### config.mk
export PLATFORM = sky130hd
export DESIGN_NAME = fmul_top
export DESIGN_NICKNAME = d
export VERILOG_FILES = /design/src/hw/float_pkg.sv /design/src/hw/fmul_ctrl_pkg.sv /design/src/hw/fixed_point_multiplier.sv /design/src/hw/float_special_cases.sv /design/src/hw/float_multiplier.sv /design/src/hw/fmul_handshake_ctrl.sv /design/src/hw/fmul_top.sv
export SDC_FILE = /design/constraint.sdc
export NUM_CORES = 2
export LEC_CHECK = 0
export BUFFER_PORTS_ARGS = -buffer_cell sky130_fd_sc_hd__buf_2
export CAP_MARGIN = 20
export CORE_AREA = 5 5 162 280
export CTS_CLUSTER_DIAMETER = 100
export DETAILED_ROUTE_END_ITERATION = 12
export DIE_AREA = 0 0 167 285
export GPL_ROUTABILITY_DRIVEN = 0
export PLACE_DENSITY = 0.78
export SKIP_LAST_GASP = 1
export SLEW_MARGIN = 0
export SYNTH_ARGS = -nofsm -noshare
export SYNTH_HDL_FRONTEND = slang
export SYNTH_SLANG_ARGS = --single-unit
### constraint.sdc
create_clock -name clk -period 26.6 [get_ports clk]
set_input_delay 5.32 -clock clk [delete_from_list [all_inputs] [get_ports clk]]
set_output_delay 5.32 -clock clk [all_outputs]
set_load 0.05 [all_outputs]
### src/hw/float_pkg.sv
/*
 * binary32 field and width types, format constants,
 * flag and result structs for the multiply unit
 */
`default_nettype none

package float_pkg;

  // ==========================================================
  // field types
  // ==========================================================

  // one binary32 word as it travels between blocks
  typedef logic [31:0] float32_t;

  // biased exponent field
  typedef logic [7:0] exponent_t;

  // stored fraction, hidden bit not included
  typedef logic [22:0] mantissa_t;

  // fraction with hidden bit prepended, 1.23 format
  typedef logic [23:0] significand_t;

  // truncated significand product, 2.23 format
  typedef logic [24:0] sig_product_t;

  // widened signed exponent, wide enough for e_a + e_b - bias + 1
  typedef logic signed [9:0] exp_wide_t;

  // ==========================================================
  // format constants
  // ==========================================================

  localparam exponent_t exp_bias = 8'd127;
  // all-ones exponent marks infinity and NaN
  localparam exponent_t exp_max = 8'd255;
  // negative quiet NaN, fraction msb set
  localparam float32_t canonical_nan = {1'b1, exp_max, 23'h40_0000};

  // significand multiplier geometry
  localparam int unsigned sig_width = 24;
  localparam int unsigned frac_bits = 23;

  // ==========================================================
  // status and result
  // ==========================================================

  typedef struct packed {
    logic invalid;
    logic overflow;
    logic underflow;
  } fmul_flags_t;

  // product word plus its flags, 35 bits
  typedef struct packed {
    float32_t    product;
    fmul_flags_t flags;
  } fmul_result_t;

endpackage

`default_nettype wire

### src/hw/fmul_ctrl_pkg.sv
/*
 * handshake operand bundle and controller state encoding
 */
`default_nettype none

package fmul_ctrl_pkg;

  // both operands captured together on request
  typedef struct packed {
    float_pkg::float32_t a;
    float_pkg::float32_t b;
  } fmul_operands_t;

  // four-phase controller states
  //   st_idle     waiting for req
  //   st_compute  operands held, multiplier settling
  //   st_respond  ack high until req drops
  //   st_release  one cycle gap before the next request
  typedef enum logic [1:0] {
    st_idle    = 2'd0,
    st_compute = 2'd1,
    st_respond = 2'd2,
    st_release = 2'd3
  } ctrl_state_e;

endpackage

`default_nettype wire

### src/hw/fixed_point_multiplier.sv
/*
 * unsigned fixed-point multiplier, product truncated to the
 * operand fraction width with one extra integer bit
 */
`default_nettype none

module fixed_point_multiplier #(
  // total operand width, integer plus fraction bits
  parameter int unsigned width     = 16,
  // fraction bits in each operand
  parameter int unsigned frac_bits = 8
) (
  input  logic [width-1:0] a,
  input  logic [width-1:0] b,
  output logic [width:0]   product
);

  // ==========================================================
  // full-precision product
  // ==========================================================

  // product of two i.f numbers carries 2f fraction bits
  logic [2*width-1:0] full_product;

  always_comb begin
    full_product = a * b;
  end

  // ==========================================================
  // truncation
  // ==========================================================

  // drop the low frac_bits fraction bits so the result is back
  // in the operand's fraction format
  // one extra top bit keeps the carry into the next integer position
  // for 1.23 operands this yields a 2.23 product
  assign product = full_product[frac_bits +: width+1];

endmodule

`default_nettype wire

### src/hw/float_special_cases.sv
/*
 * binary32 operand classification and special-case override
 * for NaN, infinity and zero operands
 */
`default_nettype none

module float_special_cases (
  input  float_pkg::float32_t a,
  input  float_pkg::float32_t b,
  output logic                use_special,
  output float_pkg::float32_t special_value,
  output logic                invalid
);

  import float_pkg::*;

  // field split
  exponent_t exp_a;
  exponent_t exp_b;
  mantissa_t man_a;
  mantissa_t man_b;

  // classification flags
  logic a_nan;
  logic b_nan;
  logic a_inf;
  logic b_inf;
  logic a_zero;
  logic b_zero;

  // sign of any infinite or zero result
  logic sign_xor;

  assign exp_a = a[30:23];
  assign man_a = a[22:0];
  assign exp_b = b[30:23];
  assign man_b = b[22:0];

  // ==========================================================
  // classify
  // ==========================================================

  // each operand checks its own fraction
  assign a_nan  = (exp_a == exp_max) && (man_a != '0);
  assign b_nan  = (exp_b == exp_max) && (man_b != '0);
  assign a_inf  = (exp_a == exp_max) && (man_a == '0);
  assign b_inf  = (exp_b == exp_max) && (man_b == '0);
  // subnormals flush, so any zero exponent field counts as zero
  assign a_zero = (exp_a == '0);
  assign b_zero = (exp_b == '0);

  assign sign_xor = a[31] ^ b[31];

  // ==========================================================
  // priority select
  // ==========================================================

  always_comb begin
    use_special   = 1'b0;
    special_value = '0;
    invalid       = 1'b0;
    if (a_nan) begin
      // NaN on a wins and passes through untouched
      use_special   = 1'b1;
      special_value = a;
    end else if (b_nan) begin
      use_special   = 1'b1;
      special_value = b;
    end else if ((a_inf && b_zero) || (b_inf && a_zero)) begin
      // inf * 0 has no defined value
      use_special   = 1'b1;
      special_value = canonical_nan;
      invalid       = 1'b1;
    end else if (a_inf || b_inf) begin
      use_special   = 1'b1;
      special_value = {sign_xor, exp_max, mantissa_t'(0)};
    end else if (a_zero || b_zero) begin
      // signed zero, the other side is known finite here
      use_special   = 1'b1;
      special_value = {sign_xor, exponent_t'(0), mantissa_t'(0)};
    end
  end

endmodule

`default_nettype wire

### src/hw/float_multiplier.sv
/*
 * combinational binary32 multiply with truncating normalization,
 * exponent saturation or flush and special-case selection
 */
`default_nettype none

module float_multiplier (
  input  fmul_ctrl_pkg::fmul_operands_t operands,
  output float_pkg::fmul_result_t       result
);

  import float_pkg::*;

  // operand fields
  logic         sign_a;
  logic         sign_b;
  exponent_t    exp_a;
  exponent_t    exp_b;
  significand_t sig_a;
  significand_t sig_b;

  // normal path
  logic         sign_out;
  sig_product_t sig_prod;
  logic         norm_carry;
  mantissa_t    man_norm;
  exp_wide_t    exp_sum;
  logic         exp_over;
  logic         exp_under;
  float32_t     normal_value;

  // special-case override
  logic         use_special;
  float32_t     special_value;
  logic         invalid;

  assign sign_a = operands.a[31];
  assign sign_b = operands.b[31];
  assign exp_a  = operands.a[30:23];
  assign exp_b  = operands.b[30:23];

  // hidden bit in front of the stored fraction
  assign sig_a = {1'b1, operands.a[22:0]};
  assign sig_b = {1'b1, operands.b[22:0]};

  // ==========================================================
  // significand product
  // ==========================================================

  fixed_point_multiplier #(
    .width    (sig_width),
    .frac_bits(frac_bits)
  ) sig_mul_i (
    .a      (sig_a),
    .b      (sig_b),
    .product(sig_prod)
  );

  // ==========================================================
  // normalize and exponent
  // ==========================================================

  // product lies in [1, 4), top bit set means shift right by one
  assign norm_carry = sig_prod[24];
  // the leading one becomes the hidden bit and is dropped
  assign man_norm   = norm_carry ? sig_prod[23:1] : sig_prod[22:0];

  // 10-bit signed sum so the range checks see the real value
  assign exp_sum = exp_wide_t'(exp_a) + exp_wide_t'(exp_b)
                 - exp_wide_t'(exp_bias) + exp_wide_t'(norm_carry);

  assign exp_over  = (exp_sum >= exp_wide_t'(exp_max));
  assign exp_under = (exp_sum <= exp_wide_t'(0));

  assign sign_out = sign_a ^ sign_b;

  always_comb begin
    if (exp_over) begin
      // saturate to signed infinity
      normal_value = {sign_out, exp_max, mantissa_t'(0)};
    end else if (exp_under) begin
      // flush to signed zero
      normal_value = {sign_out, exponent_t'(0), mantissa_t'(0)};
    end else begin
      normal_value = {sign_out, exp_sum[7:0], man_norm};
    end
  end

  // ==========================================================
  // special cases and output select
  // ==========================================================

  float_special_cases special_i (
    .a            (operands.a),
    .b            (operands.b),
    .use_special  (use_special),
    .special_value(special_value),
    .invalid      (invalid)
  );

  always_comb begin
    if (use_special) begin
      result.product         = special_value;
      result.flags.invalid   = invalid;
      result.flags.overflow  = 1'b0;
      result.flags.underflow = 1'b0;
    end else begin
      result.product         = normal_value;
      result.flags.invalid   = 1'b0;
      result.flags.overflow  = exp_over;
      result.flags.underflow = exp_under;
    end
  end

endmodule

`default_nettype wire

### src/hw/fmul_handshake_ctrl.sv
/*
 * four-phase req/ack controller with operand capture
 * and result hold registers
 */
`default_nettype none

module fmul_handshake_ctrl (
  input  logic                          clk,
  input  logic                          rst_n,
  input  logic                          req,
  input  fmul_ctrl_pkg::fmul_operands_t operands,
  output logic                          ack,
  output float_pkg::fmul_result_t       result,
  output fmul_ctrl_pkg::fmul_operands_t mul_operands,
  input  float_pkg::fmul_result_t       mul_result
);

  import float_pkg::*;
  import fmul_ctrl_pkg::*;

  ctrl_state_e    state_q;
  ctrl_state_e    state_d;
  logic           ack_q;
  fmul_operands_t op_q;
  fmul_result_t   result_q;

  // events on the current edge
  logic capture;
  logic finish;
  logic drop;

  assign capture = (state_q == st_idle) && req;
  assign finish  = (state_q == st_compute);
  assign drop    = (state_q == st_respond) && !req;

  // ==========================================================
  // state machine
  // ==========================================================

  always_comb begin
    state_d = state_q;
    unique case (state_q)
      st_idle: begin
        if (req) begin
          state_d = st_compute;
        end
      end
      // single settle cycle for the multiplier
      st_compute: state_d = st_respond;
      st_respond: begin
        // requester holds req as long as it wants the result
        if (!req) begin
          state_d = st_release;
        end
      end
      st_release: state_d = st_idle;
      default:    state_d = st_idle;
    endcase
  end

  always_ff @(posedge clk or negedge rst_n) begin
    if (!rst_n) begin
      state_q  <= st_idle;
      ack_q    <= 1'b0;
      result_q <= '0;
    end else begin
      state_q <= state_d;
      if (finish) begin
        // result and ack appear together
        result_q <= mul_result;
        ack_q    <= 1'b1;
      end else if (drop) begin
        ack_q <= 1'b0;
      end
    end
  end

  // ==========================================================
  // operand capture
  // ==========================================================

  // requester may change operands once req has been taken
  always_ff @(posedge clk) begin
    if (capture) begin
      op_q <= operands;
    end
  end

  assign mul_operands = op_q;
  assign ack          = ack_q;
  // held past the ack fall until the next compute
  assign result       = result_q;

endmodule

`default_nettype wire

### src/hw/fmul_top.sv
/*
 * float multiply unit top, handshake controller around
 * the combinational binary32 multiplier
 */
`default_nettype none

module fmul_top (
  input  logic                          clk,
  input  logic                          rst_n,
  input  logic                          req,
  input  fmul_ctrl_pkg::fmul_operands_t operands,
  output logic                          ack,
  output float_pkg::fmul_result_t       result
);

  import float_pkg::*;
  import fmul_ctrl_pkg::*;

  // registered operands into the datapath
  fmul_operands_t mul_operands;
  // datapath output, registered by the controller
  fmul_result_t   mul_result;

  fmul_handshake_ctrl ctrl_i (
    .clk         (clk),
    .rst_n       (rst_n),
    .req         (req),
    .operands    (operands),
    .ack         (ack),
    .result      (result),
    .mul_operands(mul_operands),
    .mul_result  (mul_result)
  );

  // zero-latency datapath
  float_multiplier fmul_i (
    .operands(mul_operands),
    .result  (mul_result)
  );

endmodule

`default_nettype wire

==> reports/metrics.csv <==
stage,metric,value,unit
status,status,finished clean,
finish,fill_cells,3556,
clock_network,htreeDepth,3,
clock_network,cts_resized,0,
sta,fin_crit_sh,40.1,%
floorplanning,dieArea,0.0476,sq mm
routing,topRoutingLayerUsed,met4,
logic_synthesis,synth_top_area_share,41.5,%
finish,final-seq-area,0.00287,sq mm
logic_synthesis,synth_area,0.0232,sq mm
setup_path,path_class,register to register,
routing,via_count,18600,
finish,drive_gt1_share,7.15,%
clock_network,path_clk_slew,0.09,ns
logic_synthesis,synth_seq_area_share,12.4,%
routing,wl_met2,37300,um
global_routing,grt-ovfl-total,0,
worst_hold_path,hold_path_class,register to register,
logic_synthesis,ys_ff_latch,102,
routing,drt-initial-drc-count,1392,
logic_synthesis,yosys.cell_types.count,75,
finish,layout.cells.non_filler,3122,
setup_path,worstPathRequired,26.92,ns
sta,grt_setup_unrepaired,no,
global_routing,grt_usage,29.8,%
routing,via_per_inst,5.95,
floorplanning,die_h,285,um
finish,area_delta_synth_final,6.34,%
sta,setup_tns,0,ns
logic_synthesis,yosysTopAreaCell,fa_1,
setup_path,worst_path_most_repeated_cell,fa_1,
clock_network,clk_latency,0.38,ns
routing,ant_nets,0,
finish,fin_area,0.0247,sq mm
clock_network,cts_tree,yes,
finish,multiInputGateArea,0.0178,sq mm
global_routing,grt_pass1_wl,109000,um
logic_synthesis,synth_cells,2512,
placed_design,dp_hpwl,53300,um
clock_network,cts_inserted_buffers,9,
logic_synthesis,avgSynthCellArea,9.26,sq um
setup_path,worstPathArrival,10.98,ns
routing,wirelength,70300,um
floorplanning,die_width,167,um
logic_synthesis,synthArstFlopShare,37.3,%
sta,setup_viol,0,
setup_path,cpPeakStageDelay,0.98,ns
clock_network,clockBufferDepth,2,
logic_synthesis,synth-edff-count,64,
logic_synthesis,syn_nets,3244,
routing,dr_wl_met3,4950,um
setup_path,start_kind,register,
global_routing,grt_start_max_net_pins,42,
sta,clock.fmax,93.8,MHz
flow_run,drv_cap,0,
floorplanning,start_util,54.5,%
clock_network,cts_setup_buffers,0,
sta,finClkSkew,0.0181,ns
clock_network,cts_sinks,102,
global_routing,grt_antenna_before_repair,1,
clock_network,holdBufCountCts,0,
placed_design,postPlaceCellArea,0.0243,sq mm
placed_design,place_inst,3101,
routing,drc_errors,0,
finish,nNetsFinal,3286,
routing,wl_per_cell,22.5,um
setup_path,crit_slowest_cell,edfxtp_1,
setup_path,critPathCaptureType,register,
logic_synthesis,synth_warnings,0,
logic_synthesis,netlist_top_cells_area,"fa_1 (42%), ha_1 (9.8%), inv_1 (9.3%)",
sta,worst_slew_pin_slew,1.16,ns
floorplanning,ios,103,
sta,final-max-slew-violation-count,0,
floorplanning,core_area,0.0427,sq mm
routing,dr.pass1.iters,7,
placed_design,io_buffers,102,
sta,finalHoldViolCount,0,
setup_path,critPathMaxFanout,23,
sta,relSlewSlack,22.7,%
logic_synthesis,synth_ff_type,edfxtp_1,
floorplanning,rows,100,
sta,min_period,10.66,ns
clock_network,cts_root_buf,clkbuf_16,
global_routing,grt_pass1_vias,20900,
sta,whs,0.478,ns
routing,wl_met1,19800,um
-- sequential cells by signal (all words and copies together), names as in the netlist --
name	cells
ctrl_i.state_q	2
ctrl_i.result	35
ctrl_i.mul_operands	64
ctrl_i.ack	1
-- final timing paths --
kind                                    startpoint           endpoint  slack [ns]  cells after the start
setup / recovery           ctrl_i.mul_operands[54]  ctrl_i.result[25]       15.94                     35
hold / removal                   ctrl_i.result[33]  ctrl_i.result[33]        0.48                      1
setup reg to reg           ctrl_i.mul_operands[54]  ctrl_i.result[25]       15.94                     35
hold reg to reg                  ctrl_i.result[33]  ctrl_i.result[33]        0.48                      1
max in group asynchronous                    rst_n  ctrl_i.result[20]       20.95                      1
min in group asynchronous                    rst_n  ctrl_i.result[30]        5.07                      1
-- worst max-delay path, delay by kind of cell, from the launching register on --
| kind | cells | cell delay (ns) |
|---|---|---|
| adder cells (fa/ha/maj) | 10 | 4.45 |
| AO/OA/AOI/OAI | 10 | 2.57 |
| AND/OR/NAND/NOR | 8 | 1.54 |
| buffers and inverters | 7 | 1.02 |
| flip-flops | 1 | 0.98 |
-- placed cells by master, fill, tap and decap left out, types with 13 or more instances in the layout --
| master | count |
|---|---|
| a21o_1 | 20 |
| a21oi_1 | 57 |
| a221oi_1 | 14 |
| and2_1 | 220 |
| buf_2 | 102 |
| buf_4 | 40 |
| dfrtp_1 | 38 |
| edfxtp_1 | 64 |
| fa_1 | 482 |
| ha_1 | 182 |
| inv_1 | 577 |
| mux2i_1 | 20 |
| nand2_1 | 326 |
| nand3_1 | 14 |
| nand4_1 | 16 |
| nor2_1 | 89 |
| nor3_1 | 14 |
| nor4_1 | 27 |
| o21ai_0 | 35 |
| o21ai_1 | 13 |
| xnor2_1 | 21 |
-- synthesized netlist by cell type (20+ instances only) --
| library cell | number |
|---|---|
| a21oi_1 | 57 |
| and2_1 | 221 |
| dfrtp_1 | 38 |
| fa_1 | 482 |
| nor4_1 | 27 |
| nand2_1 | 326 |
| o21ai_0 | 35 |
| xnor2_1 | 21 |
| edfxtp_1 | 64 |
| nor2_1 | 89 |
| a21o_1 | 20 |
| ha_1 | 183 |
| clkbuf_1 | 109 |
| mux2i_1 | 20 |
| inv_1 | 577 |
-- layer usage --
layer,global-route usage [%],vias to the layer above
li1,-,7747
met1,28.0,9303
met2,54.5,1050
met3,3.94,489
met4,27.9,0
met5,0,-
-- logic make-up after synthesis --
kind of cell | after synthesis | synth area share, %
AOI/OAI and AO/OA | 243 | 7.09
xor gates and xnor gates | 31 | 1.17
adders and majority gates | 665 | 51.4
buffers and inverters | 696 | 11.3
DFF | 102 | 12.4
muxes | 22 | 0.958
and+or+nand+nor | 753 | 15.8
-- metrics by stage --
stage                     worst slack [ns]  utilization (%)
final                                15.94             57.9
after global routing                 15.59             57.9
after CTS                            16.14             57.8
after detailed placement             16.20             57.1
after global placement               16.51             57.0
after floorplan                      17.97                -
-- cell type report --
type | instances | area share [%]
tap | 561 | 2.84
clock buffer | 9 | 0.911
clock inverter | 7 | 0.329
inverter | 581 | 8.82
multi-input combinational | 1714 | 71.8
timing repair buffer | 146 | 3.62
sequential | 102 | 11.6
antenna | 2 | 0.0202
Power is left out: the tool's default activity adds up to more than one toggle a clock period on the data nets, which glitch-free logic cannot reach.
